File: config.mk
export PLATFORM = sky130hd
export DESIGN_NAME = spi_master
export DESIGN_NICKNAME = d
export VERILOG_FILES = /design/src/common/spi_pkg.sv /design/src/common/emesh_if.sv /design/src/logic/emesh_decode.sv /design/src/logic/par2ser.sv /design/src/logic/fifo_sync.sv /design/src/spi_master/spi_master_fifo.sv /design/src/spi_master/spi_master_regs.sv /design/src/spi_master/spi_master_io.sv /design/src/spi_master/spi_master.sv
export SDC_FILE = /design/constraint.sdc
export NUM_CORES = 1
export LEC_CHECK = 0
export BUFFER_PORTS_ARGS = -buffer_cell sky130_fd_sc_hd__buf_2
export CAP_MARGIN = 20
export CORE_ASPECT_RATIO = 1.5
export CORE_MARGIN = 2
export CORE_UTILIZATION = 58
export CTS_BUF_LIST = sky130_fd_sc_hd__clkbuf_8
export DETAILED_ROUTE_END_ITERATION = 12
export GPL_TIMING_DRIVEN = 1
export PLACE_DENSITY_LB_ADDON = 0.2
export SYNTH_ARGS = -nofsm -noshare
export SYNTH_HDL_FRONTEND = slang
export SYNTH_SLANG_ARGS = --single-unit
File: constraint.sdc
create_clock -name clk -period 3.6 [get_ports clk]
set_input_delay 0.18 -clock clk [delete_from_list [all_inputs] [get_ports clk]]
set_output_delay 0.18 -clock clk [all_outputs]
set_load 0.1 [all_outputs]
File: src/common/spi_pkg.sv
//######################################
// Shared constants and types for the SPI
// master transmit path. Imported by the
// modules and the interface that need it
//######################################
`default_nettype none

package spi_pkg;

   //######################################
   // Widths
   //######################################
   localparam int PW = 104;        // Core packet width
   localparam int AW = 32;         // Address and data width
   localparam int SW = 8;          // Byte width on FIFO and wire
   localparam int DW = 2 * AW;     // Transmit payload, srcaddr over data
   localparam int OW = 6;          // Register offset width

   // Packet field positions
   localparam int WRITE_BIT = 0;
   localparam int DM_LSB    = 1;   // 2 bits
   localparam int DST_LSB   = 8;   // Ctrlmode sits in 7:3, unused here
   localparam int DATA_LSB  = 40;
   localparam int SRC_LSB   = 72;

   //######################################
   // Register map
   //######################################
   localparam logic [OW-1:0] SPI_CONFIG = 6'h00; // Bit 0 enable
   localparam logic [OW-1:0] SPI_CLKDIV = 6'h04; // Half-period minus one
   localparam logic [OW-1:0] SPI_TX     = 6'h10; // Transmit payload

   // Access size, 1/2/4/8 bytes
   typedef enum logic [1:0] {
      DM_BYTE   = 2'd0,
      DM_HALF   = 2'd1,
      DM_WORD   = 2'd2,
      DM_DOUBLE = 2'd3
   } datamode_e;

   // Shift engine states
   typedef enum logic [1:0] {
      IO_IDLE  = 2'd0,   // ss_n high, waiting for data
      IO_LOAD  = 2'd1,   // First pop of a burst
      IO_SHIFT = 2'd2,   // Bits on the wire
      IO_GAP   = 2'd3    // Half-period before ss_n rises
   } io_state_e;

endpackage

`default_nettype wire

File: src/common/emesh_if.sv
//######################################
// One decoded core access. The decoder
// drives it, the transmit FIFO returns
// wait, the register block only listens
//######################################
`timescale 1ns/1ps
`default_nettype none

interface emesh_if import spi_pkg::*; ();

   logic            access;     // Held by core until taken
   logic            write;
   datamode_e       datamode;
   logic [AW-1:0]   dstaddr;
   logic [AW-1:0]   srcaddr;
   logic [AW-1:0]   data;
   logic            wait_req;   // Stall back to core

   modport decoder  (output access, write, datamode, dstaddr, srcaddr, data,
                     input  wait_req);
   modport consumer (input  access, write, datamode, dstaddr, srcaddr, data,
                     output wait_req);
   modport monitor  (input  access, write, dstaddr, data, wait_req);

endinterface

`default_nettype wire

File: src/logic/emesh_decode.sv
//######################################
// Packet field decoder. Purely
// combinational, splits the core packet
// onto the access interface
//######################################
`timescale 1ns/1ps
`default_nettype none

module emesh_decode import spi_pkg::*; (
   input  logic          access_in,   // Core strobe
   input  logic [PW-1:0] packet_in,   // Core packet
   output logic          wait_out,    // Pushback to core
   emesh_if.decoder      acc
);

   // Strobe passes straight through
   assign acc.access   = access_in;

   //######################################
   // Field slicing
   //######################################
   assign acc.write    = packet_in[WRITE_BIT];
   assign acc.datamode = datamode_e'(packet_in[DM_LSB +: 2]);
   assign acc.dstaddr  = packet_in[DST_LSB +: AW];
   assign acc.data     = packet_in[DATA_LSB +: AW];
   assign acc.srcaddr  = packet_in[SRC_LSB +: AW];   // Upper payload word

   // Consumer stall goes back to the core
   assign wait_out     = acc.wait_req;

endmodule

`default_nettype wire

File: src/logic/par2ser.sv
//######################################
// Wide word to byte serializer. Load a
// word, then one byte per cycle goes out
// LSB first, holding while wait_in is up
//######################################
`timescale 1ns/1ps
`default_nettype none

module par2ser import spi_pkg::*; (
   input  logic          clk,
   input  logic          arst_n,
   input  logic [DW-1:0] din,         // Word to serialize
   input  datamode_e     datasize,    // Number of bytes in din
   input  logic          load,        // Capture din
   input  logic          wait_in,     // Downstream back-pressure
   output logic [SW-1:0] dout,        // Current byte
   output logic          access_out,  // Byte valid this cycle
   output logic          busy         // Bytes still pending
);

   logic [DW-1:0] shreg;      // Remaining bytes, next at bottom
   logic [3:0]    cnt;        // Bytes left, up to 8
   logic [3:0]    load_cnt;
   logic          advance;

   // Byte count for the access size
   always_comb begin
      case (datasize)
         DM_BYTE:   load_cnt = 4'd1;
         DM_HALF:   load_cnt = 4'd2;
         DM_WORD:   load_cnt = 4'd4;
         default:   load_cnt = 4'd8;   // DM_DOUBLE
      endcase
   end

   assign advance    = busy && !wait_in;   // Byte leaves this edge
   assign access_out = advance;
   assign dout       = shreg[SW-1:0];

   //######################################
   // Control
   //######################################
   always_ff @(posedge clk or negedge arst_n) begin
      if (!arst_n) begin
         busy <= 1'b0;
         cnt  <= 4'd0;
      end else if (load && !busy) begin
         busy <= 1'b1;
         cnt  <= load_cnt;
      end else if (advance) begin
         cnt <= cnt - 4'd1;
         if (cnt == 4'd1)
            busy <= 1'b0;   // Last byte written this edge
      end
   end

   // Payload shifter
   always_ff @(posedge clk) begin
      if (load && !busy)
         shreg <= din;
      else if (advance)
         shreg <= {{SW{1'b0}}, shreg[DW-1:SW]};
   end

   // Caller must respect busy, else a word is dropped
   a_no_load_busy: assert property (@(posedge clk) disable iff (!arst_n)
      load |-> !busy);

endmodule

`default_nettype wire

File: src/logic/fifo_sync.sv
//######################################
// Single clock FIFO, show-ahead output.
// dout is the head entry, rd_en pops it
// prog_full rises PROG_GAP below full
//######################################
`timescale 1ns/1ps
`default_nettype none

module fifo_sync import spi_pkg::*; #(
   parameter int DEPTH    = 16,   // Entries
   parameter int PROG_GAP = 4     // Headroom below full
) (
   input  logic          clk,
   input  logic          arst_n,
   input  logic [SW-1:0] din,
   input  logic          wr_en,
   input  logic          rd_en,
   output logic [SW-1:0] dout,
   output logic          full,
   output logic          prog_full,
   output logic          empty
);

   localparam int PTRW = $clog2(DEPTH);
   localparam int CW   = $clog2(DEPTH + 1);

   logic [SW-1:0]   mem [DEPTH];
   logic [PTRW-1:0] wr_ptr;
   logic [PTRW-1:0] rd_ptr;
   logic [CW-1:0]   count;
   logic            do_wr;
   logic            do_rd;

   assign do_wr = wr_en && !full;
   assign do_rd = rd_en && !empty;

   // Flags from the registered count
   assign empty     = (count == '0);
   assign full      = (count == CW'(DEPTH));
   assign prog_full = (count >= CW'(DEPTH - PROG_GAP));
   assign dout      = mem[rd_ptr];     // Head visible before pop

   //######################################
   // Pointers and occupancy
   //######################################
   always_ff @(posedge clk or negedge arst_n) begin
      if (!arst_n) begin
         wr_ptr <= '0;
         rd_ptr <= '0;
         count  <= '0;
      end else begin
         if (do_wr)
            wr_ptr <= (wr_ptr == PTRW'(DEPTH - 1)) ? '0 : wr_ptr + 1'b1;
         if (do_rd)
            rd_ptr <= (rd_ptr == PTRW'(DEPTH - 1)) ? '0 : rd_ptr + 1'b1;
         if (do_wr && !do_rd)
            count <= count + 1'b1;
         else if (do_rd && !do_wr)
            count <= count - 1'b1;
      end
   end

   // Storage
   always_ff @(posedge clk) begin
      if (do_wr)
         mem[wr_ptr] <= din;
   end

   a_no_write_full: assert property (@(posedge clk) disable iff (!arst_n)
      wr_en |-> !full);
   a_no_read_empty: assert property (@(posedge clk) disable iff (!arst_n)
      rd_en |-> !empty);

endmodule

`default_nettype wire

File: src/spi_master/spi_master_fifo.sv
//######################################
// Transmit FIFO block. Picks out writes
// to the TX offset, serializes payload
// bytes into the byte FIFO for the wire
//######################################
`timescale 1ns/1ps
`default_nettype none

module spi_master_fifo import spi_pkg::*; #(
   parameter int DEPTH    = 16,   // FIFO entries
   parameter int PROG_GAP = 4     // prog_full headroom
) (
   input  logic          clk,
   input  logic          arst_n,
   input  logic          spi_en,          // Global enable
   emesh_if.consumer     acc,             // Decoded core access
   input  logic          fifo_read,       // Pop from shift engine
   output logic          fifo_empty,
   output logic [SW-1:0] fifo_dout,       // Head byte
   output logic          fifo_prog_full   // Status that also stalls par2ser
);

   logic          tx_write;
   logic          tx_busy;
   logic [DW-1:0] tx_data;
   logic [SW-1:0] fifo_din;
   logic          fifo_wr;

   // Accepted TX write only while serializer idle
   assign tx_write = spi_en && acc.access && acc.write && !tx_busy &&
                     (acc.dstaddr[OW-1:0] == SPI_TX);

   assign tx_data      = {acc.srcaddr, acc.data};   // LSB first gives data first
   assign acc.wait_req = tx_busy;                   // Core stalls while serializing

   //######################################
   // Serializer and storage
   //######################################
   par2ser ser0 (
      .clk        (clk),
      .arst_n     (arst_n),
      .din        (tx_data),
      .datasize   (acc.datamode),
      .load       (tx_write),
      .wait_in    (fifo_prog_full),
      .dout       (fifo_din),
      .access_out (fifo_wr),
      .busy       (tx_busy)
   );

   fifo_sync #(
      .DEPTH    (DEPTH),
      .PROG_GAP (PROG_GAP)
   ) fifo0 (
      .clk       (clk),
      .arst_n    (arst_n),
      .din       (fifo_din),
      .wr_en     (fifo_wr),
      .rd_en     (fifo_read),
      .dout      (fifo_dout),
      .full      (),            // Never reached behind prog_full
      .prog_full (fifo_prog_full),
      .empty     (fifo_empty)
   );

endmodule

`default_nettype wire

File: src/spi_master/spi_master_regs.sv
//######################################
// Control registers: enable and sclk
// divider. Written by core accesses,
// read-back is not supported
//######################################
`timescale 1ns/1ps
`default_nettype none

module spi_master_regs import spi_pkg::*; (
   input  logic        clk,
   input  logic        arst_n,
   emesh_if.monitor    acc,      // Observes every decoded access
   output logic        spi_en,   // Engine and TX path enable
   output logic [7:0]  clkdiv    // Half-period is clkdiv+1 cycles
);

   logic reg_write;

   // Same acceptance rule as the core handshake
   assign reg_write = acc.access && acc.write && !acc.wait_req;

   //######################################
   // Register file
   //######################################
   always_ff @(posedge clk or negedge arst_n) begin
      if (!arst_n) begin
         spi_en <= 1'b0;
         clkdiv <= 8'd0;   // Fastest sclk until written
      end else if (reg_write) begin
         case (acc.dstaddr[OW-1:0])
            SPI_CONFIG: spi_en <= acc.data[0];
            SPI_CLKDIV: clkdiv <= acc.data[7:0];
            default: begin
               // TX and unmapped offsets leave registers alone
            end
         endcase
      end
   end

endmodule

`default_nettype wire

File: src/spi_master/spi_master_io.sv
//######################################
// SPI mode 0 shift engine. Pops bytes
// from the transmit FIFO, sends them MSB
// first on mosi, frames bursts with ss_n
//######################################
`timescale 1ns/1ps
`default_nettype none

module spi_master_io import spi_pkg::*; (
   input  logic          clk,
   input  logic          arst_n,
   input  logic          spi_en,
   input  logic [7:0]    clkdiv,       // Half-period minus one
   input  logic          fifo_empty,
   input  logic [SW-1:0] fifo_dout,    // Head byte, show-ahead
   output logic          fifo_read,    // Pop head this edge
   output logic          sclk,
   output logic          mosi,
   output logic          ss_n
);

   io_state_e     state;
   logic [7:0]    half_cnt;    // Cycles into current half-period
   logic [2:0]    bit_cnt;     // Bit on wire, 7 down to 0
   logic [SW-1:0] shreg;       // Bits still to send, next at top
   logic          half_done;
   logic          fall;        // sclk falls this edge
   logic          byte_end;
   logic          more;

   assign half_done = (half_cnt >= clkdiv);   // Tolerates divider change mid-bit
   assign fall      = (state == IO_SHIFT) && half_done && sclk;
   assign byte_end  = fall && (bit_cnt == 3'd0);
   assign more      = spi_en && !fifo_empty;
   // First pop in LOAD, back-to-back pops at byte end
   assign fifo_read = (state == IO_LOAD) || (byte_end && more);

   //######################################
   // Framing FSM
   //######################################
   always_ff @(posedge clk or negedge arst_n) begin
      if (!arst_n) begin
         state    <= IO_IDLE;
         half_cnt <= 8'd0;
         bit_cnt  <= 3'd0;
         sclk     <= 1'b0;
         mosi     <= 1'b0;
         ss_n     <= 1'b1;
      end else begin
         case (state)
            IO_IDLE: begin
               half_cnt <= 8'd0;
               if (more) begin
                  ss_n  <= 1'b0;   // Select ahead of first bit
                  state <= IO_LOAD;
               end
            end
            IO_LOAD: begin
               mosi     <= fifo_dout[SW-1];   // MSB before first rise
               bit_cnt  <= 3'd7;
               half_cnt <= 8'd0;
               state    <= IO_SHIFT;
            end
            IO_SHIFT: begin
               if (!half_done) begin
                  half_cnt <= half_cnt + 8'd1;
               end else begin
                  half_cnt <= 8'd0;
                  sclk     <= ~sclk;
                  if (sclk) begin   // Falling edge, mosi may change
                     if (bit_cnt != 3'd0) begin
                        mosi    <= shreg[SW-1];
                        bit_cnt <= bit_cnt - 3'd1;
                     end else if (more) begin
                        mosi    <= fifo_dout[SW-1];   // Next byte, no idle period
                        bit_cnt <= 3'd7;
                     end else begin
                        mosi  <= 1'b0;
                        state <= IO_GAP;
                     end
                  end
               end
            end
            IO_GAP: begin
               if (!half_done) begin
                  half_cnt <= half_cnt + 8'd1;
               end else begin
                  half_cnt <= 8'd0;
                  ss_n     <= 1'b1;   // Burst done
                  state    <= IO_IDLE;
               end
            end
            default: state <= IO_IDLE;
         endcase
      end
   end

   // Data shifter
   always_ff @(posedge clk) begin
      if (fifo_read)
         shreg <= {fifo_dout[SW-2:0], 1'b0};
      else if (fall && (bit_cnt != 3'd0))
         shreg <= {shreg[SW-2:0], 1'b0};
   end

   // Clock only toggles inside a frame
   a_sclk_in_frame: assert property (@(posedge clk) disable iff (!arst_n)
      sclk |-> !ss_n);

endmodule

`default_nettype wire

File: src/spi_master/spi_master.sv
//######################################
// SPI master transmit top level. Core
// packets in, sclk/mosi/ss_n out. Sets
// FIFO depth and prog_full headroom
//######################################
`timescale 1ns/1ps
`default_nettype none

module spi_master import spi_pkg::*; #(
   parameter int DEPTH    = 16,   // Transmit FIFO entries
   parameter int PROG_GAP = 4     // prog_full headroom
) (
   input  logic          clk,
   input  logic          arst_n,
   input  logic          access_in,       // Core strobe
   input  logic [PW-1:0] packet_in,       // Core write packet
   output logic          wait_out,        // Core stall
   output logic          fifo_prog_full,  // TX FIFO nearly full
   output logic          sclk,
   output logic          mosi,
   output logic          ss_n
);

   logic          spi_en;
   logic [7:0]    clkdiv;
   logic [SW-1:0] fifo_dout;
   logic          fifo_empty;
   logic          fifo_read;

   emesh_if acc_if ();   // Decoded access

   //######################################
   // Core side
   //######################################
   emesh_decode dec0 (
      .access_in (access_in),
      .packet_in (packet_in),
      .wait_out  (wait_out),
      .acc       (acc_if.decoder)
   );

   spi_master_regs regs0 (
      .clk    (clk),
      .arst_n (arst_n),
      .acc    (acc_if.monitor),
      .spi_en (spi_en),
      .clkdiv (clkdiv)
   );

   spi_master_fifo #(
      .DEPTH    (DEPTH),
      .PROG_GAP (PROG_GAP)
   ) fifo0 (
      .clk            (clk),
      .arst_n         (arst_n),
      .spi_en         (spi_en),
      .acc            (acc_if.consumer),
      .fifo_read      (fifo_read),
      .fifo_empty     (fifo_empty),
      .fifo_dout      (fifo_dout),
      .fifo_prog_full (fifo_prog_full)
   );

   // Wire side
   spi_master_io io0 (
      .clk        (clk),
      .arst_n     (arst_n),
      .spi_en     (spi_en),
      .clkdiv     (clkdiv),
      .fifo_empty (fifo_empty),
      .fifo_dout  (fifo_dout),
      .fifo_read  (fifo_read),
      .sclk       (sclk),
      .mosi       (mosi),
      .ss_n       (ss_n)
   );

endmodule

`default_nettype wire

==> results of run 1 <==
cell usage after synthesis, types with 2 or more instances:
master	number
sky130_fd_sc_hd__edfxtp_1	199
sky130_fd_sc_hd__nand2_1	188
sky130_fd_sc_hd__dfrtp_1	42
sky130_fd_sc_hd__mux4_2	39
sky130_fd_sc_hd__inv_1	29
sky130_fd_sc_hd__ha_1	26
sky130_fd_sc_hd__clkbuf_1	24
sky130_fd_sc_hd__nor2_1	22
sky130_fd_sc_hd__mux2_2	17
sky130_fd_sc_hd__o21ai_0	16
sky130_fd_sc_hd__nand3_1	15
sky130_fd_sc_hd__and2_1	13
sky130_fd_sc_hd__a21oi_1	11
sky130_fd_sc_hd__nor3_1	8
sky130_fd_sc_hd__xor2_1	8
sky130_fd_sc_hd__xnor2_1	7
sky130_fd_sc_hd__nor4_1	6
sky130_fd_sc_hd__a21o_1	4
sky130_fd_sc_hd__and3_1	3
sky130_fd_sc_hd__buf_2	3
sky130_fd_sc_hd__mux2i_1	3
sky130_fd_sc_hd__a21oi_2	2
sky130_fd_sc_hd__a22o_1	2
sky130_fd_sc_hd__buf_1	2
sky130_fd_sc_hd__nand2b_1	2
sky130_fd_sc_hd__o21a_1	2
sky130_fd_sc_hd__o21bai_1	2
sky130_fd_sc_hd__o31ai_1	2
worst max-delay path by stage:
stage,depth (start not counted),endpoint
after floorplan,14,fifo0.fifo0.count[4]
after global routing,14,fifo0.fifo0.count[4]
after detailed placement,14,fifo0.fifo0.count[4]
final,14,fifo0.fifo0.count[4]
after global placement,14,fifo0.fifo0.count[4]
after CTS,14,fifo0.fifo0.count[4]
where the power goes:
group | switching (mW) | internal [mW] | total (mW) | leakage, nW
logic | 1.45 | 1.21 | 2.66 | 2.15
registers | 0.470 | 3.82 | 4.29 | 2.35
clock network | 1.01 | 1.10 | 2.11 | 0.374
total | 2.93 | 6.13 | 9.06 | 4.88
area by class of cell:
cell class	count	area, sq um	share of cell area [%]
Clock buffer	37	509	4.09
Multi-Input combinational cell	422	3090	24.8
Inverter	30	113	0.905
Sequential cell	242	7050	56.7
Timing Repair Buffer	165	1260	10.1
Clock inverter	23	154	1.24
Tap cell	213	267	2.14
metal layers:
layer	up-vias	track usage [%]
met2	257	43.7
met5	-	0
met4	0	10.6
met1	3139	28.3
li1	2976	-
met3	70	3.80
registers in the layout, indices dropped and copies added (netlist names):
signal,flops
fifo0.ser0.busy,1
fifo0.ser0.shreg,64
regs0.clkdiv,8
io0.shreg,7
io0.sclk,1
regs0.spi_en,1
io0.bit_cnt,3
fifo0.fifo0.count,5
io0.ss_n,1
io0.half_cnt,8
io0.mosi,1
fifo0.fifo0.rd_ptr,4
fifo0.ser0.cnt,4
fifo0.fifo0.mem,128
io0.state,2
fifo0.fifo0.wr_ptr,4
timing repair:
item,CTS,global route
resized for setup,0,1
hold buffers,68,0
setup endpoints to repair,0,1
hold endpoints to repair,112,0
cell families (layout without fill, tap and decap cells):
kind of cell             after synthesis  in the layout  share of synthesized area (%)
adder cells (fa/ha/maj)               27             27                           3.33
XOR/XNOR                              15             15                           1.27
buffers and inverters                 60            255                           2.25
flip-flops                           242            242                           68.1
AND/OR/NAND/NOR                      265            265                           10.8
multiplexers                          60             60                           10.8
AO/OA/AOI/OAI                         55             55                           3.55
worst reg2reg max path: cells and delay by family, from the launching register on:
kind	cells	cell delay, ns
buf+inv	2	0.17
flops	1	0.43
compound gates	5	1.12
simple gates	2	0.22
xor+xnor	2	0.28
fa+ha+maj	3	0.90
==> results.md, run 1 <==
- The maximum fanout along the worst path is 6.
- Clock latency on the worst-skew pair, taken at its later pin, is 0.51 ns.
- After the first detailed-routing iteration, the DRC count stood at 429.
- The path class of the tightest hold or removal check is in -> async.
- The path type of the worst setup path is reg -> reg.
- Counting the buffers created by CTS gives 35.
- The routed length on met3 is 1110 um.
- The TritonCTS clock tree is done.
- The achievable clock frequency is 310 MHz.
- The final number of max-transition violations was 0.
- The reported max-cap violation count is 0.
- The flow ran to the end, and the final reports show no timing, DRC or antenna violations.
- The first global-routing pass estimated 35500 um of wire.
- Yosys attributes the largest share of cell area to sky130_fd_sc_hd__edfxtp_1 58%, sky130_fd_sc_hd__dfrtp_1 10%, sky130_fd_sc_hd__mux4_2 8.5%.
- The I/O pin total is 112.
- Averaged over all synthesized cells, the footprint is 14.3 sq um.
- The worst path uses 89.7% of the clock period.
- The per-cell via count in the routed design is 5.69.
- The number of sinks driven by the clock tree is 242.
- The cell accounting for the most synthesized area is sky130_fd_sc_hd__edfxtp_1.
- The kind of cell with the highest combined delay on the critical path is compound AO/OA/AOI/OAI gates.
- Across the routed clock network, the largest skew measured is 0.0168 ns.
- The initial core utilization is 59.5%.
- After detailed routing, the average wire length per cell comes to 19.4 um.
- The number of fillers in the final layout is 1127.
- The number of failing hold endpoints at the final stage came to 0.
- The sort of element at the start of the critical path is a register.
- The area share of the leading cell type in the synthesized netlist is 57.7%.
- The overall die area is 19000 sq um.
- Detailed placement finished with a half-perimeter wire length of 13400 um.
- The total global routing overflow is 0.
- Summing every instance area after synthesis gives 10400 sq um.
- The detailed router placed 6442 vias in this run.
- The area of the core is 17400 sq um.
- In this run, synthesis inferred 199 flip-flops with an integrated enable.
- The worst-case IR drop observed on VDD is 0.000503 V.
- The post-detailed-route DRC marker count is 0.
- In the synthesized netlist the async set-or-reset flop fraction comes to 17.8%.
- The final instance area is 12400 sq um.
- For this run, the number of standard cells in the final layout without fillers is 1132.
- The final layout net count is 1030.
- The most critical setup path has its startpoint at io0.half_cnt[0].
- The unique cell type count in the Yosys netlist is 55.
- The slew at the pin closest to its max-slew limit is 1.03 ns.
- The placed standard-cell area is 11100 sq um.
- Dividing total power by cell area gives a power density of 728 nW/um^2.
- The antenna diode instance count is 0.
- Timing analysis after detailed placement gives a worst setup slack of 0.267 ns.
- The worst setup path is captured at a register.
- The count of standard-cell rows is 59.
- The wire length on met1 is 7940 um.
- The H-tree generated during clock tree synthesis spans 2 levels.
- Setup violations remaining at the end of the flow were counted as 0.
- Once detail routing completed, the nets flagged for antenna violations numbered 0.
- STA puts the critical path data arrival time at 3.63 ns.
- The launch point of the worst reg-to-reg path is io0.half_cnt[0].
- The fraction of layout instances using a drive strength above 1 is 23.2%.
- After detailed routing, the total wire length is 21900 um.
- The width of the die is 113 um.
- The cell count after synthesis is 724.
- The initial antenna violation count is 0.
- The wire length on met2 is 12000 um.
- During synthesis, Yosys emitted a total of 0 warnings.
- The aggregate global-route resource usage is 24.2%.
- The synthesized net count is 858.
- The slowest cell on the critical path is sky130_fd_sc_hd__a2111oi_2.
- Setup repair after global routing left no endpoint under its margin.
- The number of global-route vias before repair is 7043.
- For this run, the register share of the synthesized area comes to 68.1%.
- The critical path goes through inv_1 -> ha_1 -> nand2b_1 -> a2111oi_2 -> o31ai_2 -> a22oi_2 -> ha_1 -> inv_1 -> fa_1 -> a21o_1 -> a21oi_1 -> xnor2_1 -> nor2_1 -> xor2_1.
- The library cell used most frequently in the layout, excluding fill and tap cells, is sky130_fd_sc_hd__edfxtp_1.
- The prevailing post-synth register cell is sky130_fd_sc_hd__edfxtp_1.
- The largest net degree at the start of global routing is 67.
- The y dimension of the die is 168 um.
- After detailed placement, the design holds a cell count of 1003.
- The least setup slack across all paths after layout is 0.371 ns.
- Headroom to the max-slew limit came out at 31.3%.
- In the final timing run, aggregate negative setup slack is 0 ns.
- Signal routing reaches up to met4.
- The weighted congestion reported at the end of routability-driven placement is 0.800.
- The number of optimization iterations in the first detailed-route pass is 6.
- Measured on the finished design, the core utilization comes to 71.4%.
- In this run the register-to-register setup slack is 0.37 ns.
- The longest clock path from root to sink contains 3 buffers.
- In this run, synthesis produced a sequential element count of 242.
- The leakage power is 4.88 nW.
- After layout, the design draws a total of 9.06 mW.
- The register clock-pin slew on the reported worst setup and hold paths is 0.07 ns.
- The worst register-to-register path ends at fifo0.fifo0.count[4].
- Compared with the post-synthesis result, the final layout area differs by 20.1%.
- The count of input and output buffers is 80.
- For this run, the slowest stage of the critical path takes 0.44 ns.
- The number of cells on the worst reg-to-reg path is 14.
- The clock root buffer is sky130_fd_sc_hd__clkbuf_8.
- The tightest hold path in the finished design has a slack of 0.0278 ns.
- The post-CTS setup buffer count is 0.
- The worst endpoint required time is 4.00 ns.
- The clock period minus final worst setup slack is 3.23 ns.
- The count of buffering cells on the critical path with inverters included is 2.
- The library cells used most frequently in the layout, excluding fill and tap cells, are 199 x sky130_fd_sc_hd__edfxtp_1, 188 x sky130_fd_sc_hd__nand2_1, 80 x sky130_fd_sc_hd__buf_2.
Power figures use the tool's default switching activity.
==> run 2, diff against run 1 <==
--- a/config.mk
+++ b/config.mk
@@ -7,9 +7,11 @@
 export LEC_CHECK = 0
 export BUFFER_PORTS_ARGS = -buffer_cell sky130_fd_sc_hd__buf_2
 export CAP_MARGIN = 20
+export CELL_PAD_IN_SITES_DETAIL_PLACEMENT = 0
+export CELL_PAD_IN_SITES_GLOBAL_PLACEMENT = 1
 export CORE_ASPECT_RATIO = 1.5
 export CORE_MARGIN = 2
-export CORE_UTILIZATION = 58
+export CORE_UTILIZATION = 50
 export CTS_BUF_LIST = sky130_fd_sc_hd__clkbuf_8
 export DETAILED_ROUTE_END_ITERATION = 12
 export GPL_TIMING_DRIVEN = 1
==> run 2 against run 1 <==
Flip-flop and latch count unchanged. Critical path depth unchanged. Hold slack improved by 0.0093 ns. Fmax decreased by 0.62%. Largest power group unchanged. Highest routed layer unchanged.
==> results.md, run 2 (same netlist as run 1, synthesis figures left out) <==
- The flow ran to the end, and the final reports show no timing, DRC or antenna violations.
- The number of optimization iterations in the first detailed-route pass came to 5 (-1).
- The slowest cell on the critical path is sky130_fd_sc_hd__a2111oi_2.
- The per-cell via count in the routed design is 5.38 (-5.4%).
- The data arrival time of the critical path is 3.65 ns (+0.02 ns).
- In the layout the commonest cells are 199 x sky130_fd_sc_hd__edfxtp_1, 188 x sky130_fd_sc_hd__nand2_1, 80 x sky130_fd_sc_hd__buf_2.
- The half-perimeter wire length after detailed placement is 14000 um (+4.5%).
- The achievable clock frequency is 308 MHz (-0.62%).
- The width of the die is 122 um (+7.4%).
- The post-detailed-route DRC marker count was 0 (unchanged).
- The weighted congestion reported at the end of routability-driven placement is 0.799 (about the same).
- The final layout net count was 1038 (+0.78%).
- The final number of max-transition violations was 0 (unchanged).
- The number of flip-flops under the largest register name is 128 (unchanged).
- The register clock-pin slew on the reported worst setup and hold paths was 0.06 ns (about the same).
- The largest vdd supply drop is 0.000400 V (-21%).
- The initial core utilization is 50.9% (-8.5 points).
- The minimum setup slack among reg-to-reg paths is 0.35 ns (-0.02 ns).
- The final core utilization came to 61.7% (-9.7 points).
- The y dimension of the die is 180 um (+7.5%).
- The final clock skew is 0.0216 ns (+0.00478 ns).
- The I/O pin total came to 112 (unchanged).
- The reported max-cap violation count was 0 (unchanged).
- The worst setup path is launched from a register.
- The worst endpoint required time is 4.00 ns (about the same).
- The total global routing overflow is 0 (unchanged).
- The antenna diode instance count is 0 (unchanged).
- The capturing element type of the critical path is a register.
- The global-route wire length before repair was 34600 um (-2.5%).
- The number of buffers inserted during clock tree synthesis is 38 (+8.6%).
- The final-layout worst hold slack is 0.0371 ns (+0.00930 ns).
- The cell sitting at the root of the clock tree is a sky130_fd_sc_hd__clkbuf_8.
- The count of input and output buffers is 80 (unchanged).
- The synthesis-to-layout area growth is 21.1%.
- The overall die area is 21900 sq um (+16%).
- The count of standard-cell rows is 64 (+8.5%).
- The worst relative slew slack is 30.0% (-1.3 points).
- The number of cells on the worst reg-to-reg path is 14 (unchanged).
- The path type of the worst setup path is reg -> reg.
- The delay of the slowest cell on the worst path is 0.47 ns (+0.03 ns).
- The fraction of layout instances using a drive strength above 1 is 23.9% (+0.69 points).
- The aggregate global-route resource usage is 20.5% (-3.7 points).
- The per-cell routed wire length is 18.1 um (-6.5%).
- The leakage power is 4.92 nW (+0.87%).
- The number of global-route vias before repair is 6809 (-3.3%).
- The maximum clock insertion buffer count is 3 (unchanged).
- The areal power density over the cells is 717 nW/um^2 (-1.5%).
- The worst hold path class is in -> async.
- The violation count after the first detailed-routing iteration is 405 (-5.6%).
- The total number of vias is 6406 (-0.56%).
- The total number of H-tree levels is 2 (unchanged).
- The clock period minus final worst setup slack came to 3.25 ns (+0.0200 ns).
- The maximum fanout along the worst path was 6 (unchanged).
- The final period utilization is 90.3% (+0.56 points).
- The TritonCTS clock tree is done.
- The number of nets still failing antenna checks after routing is 0 (unchanged).
- The post-CTS setup buffer count was 0 (unchanged).
- The final total negative setup slack is 0 ns (unchanged).
- The number of sinks driven by the clock tree came to 242 (unchanged).
- The clock latency of the later-clocked register in the worst-skew pair is 0.51 ns (about the same).
- The total wire length is 21500 um (-1.8%).
- Setup repair after global routing left no endpoint under its margin.
- Traced cell by cell, the critical path runs through inv_1 -> ha_1 -> nand2b_1 -> a2111oi_2 -> o31ai_2 -> a22oi_2 -> ha_1 -> inv_1 -> fa_1 -> a21o_1 -> a21oi_1 -> xnor2_1 -> nor2_1 -> xor2_1.
- The number of endpoints failing setup at the final stage was 0 (unchanged).
- In the final layout, the registers with the most flip-flops are fifo0.fifo0.mem (128), fifo0.ser0.shreg (64).
- The largest net degree at the start of global routing is 67 (unchanged).
- The initial antenna violation count is 0 (unchanged).
- The library cell used most frequently in the layout, excluding fill and tap cells, is sky130_fd_sc_hd__edfxtp_1.
- The area of the core is 20300 sq um (+17%).
- The slew at the pin closest to its max-slew limit came to 1.05 ns (+0.0191 ns).
- The number of failing hold endpoints at the final stage is 0 (unchanged).
- Ranked by flip-flop count, first place goes to fifo0.fifo0.mem.
## run 2: per-layer routing
layer,global-route usage [%],vias up,part of all wire (%)
li1,-,2988,-
met5,0,-,0
met2,36.8,175,54
met3,3.42,58,4.3
met1,24.2,3185,38
met4,8.14,0,3.2
## run 2: metrics by stage
stage / instance area [sq um] / std cells / setup WS, ns / total power, mW
2_1_floorplan: 10400 / 724 / 0.307 / 6.17
3_5_place_dp: 11200 / 1059 / 0.200 / 6.98
5_1_grt: 12500 / 1190 / 0.0836 / 9.52
3_3_place_gp: 11200 / 1059 / 0.286 / 6.84
4_1_cts: 12500 / 1189 / 0.189 / 9.10
6_report: 12500 / 1190 / 0.351 / 8.99
## run 2: what timing repair did
action	4_1_cts	5_1_grt
endpoints found under the hold margin	112	0
hold buffers	68	0
gates resized for setup	0	1
endpoints found under the setup margin	0	1
## run 2: final cells by class
type | instances | area [sq um]
fillers | 1579 | 7790
flip-flops and latches | 242 | 7050
multi-input cells | 422 | 3110
repair buffers | 170 | 1280
clock buffers | 42 | 578
well taps | 264 | 330
inverters | 30 | 113
clock inverters | 20 | 78.8
## run 2: worst paths after layout
check                                         to       startpoint
max                         fifo0.fifo0.count[4]  io0.half_cnt[0]
max in group asynchronous               io0.ss_n           arst_n
max reg2reg                 fifo0.fifo0.count[4]  io0.half_cnt[0]
min                        fifo0.fifo0.wr_ptr[3]           arst_n
min reg2reg                       io0.bit_cnt[0]   io0.bit_cnt[0]
min in group clk                    regs0.spi_en    packet_in[12]
## run 2: worst max-delay path: cells and delay by family (launching register included)
family,cells,cell delay [ns]
flip-flops,1,0.42
AO/OA/AOI/OAI,5,1.16
XOR/XNOR,2,0.28
AND/OR/NAND/NOR,2,0.22
adder cells (fa/ha/maj),3,0.90
buffers and inverters,2,0.16
## run 2: power by group
| part | switching (mW) | internal (mW) |
|---|---|---|
| registers | 0.470 | 3.82 |
| logic | 1.44 | 1.21 |
| clock network | 0.995 | 1.06 |
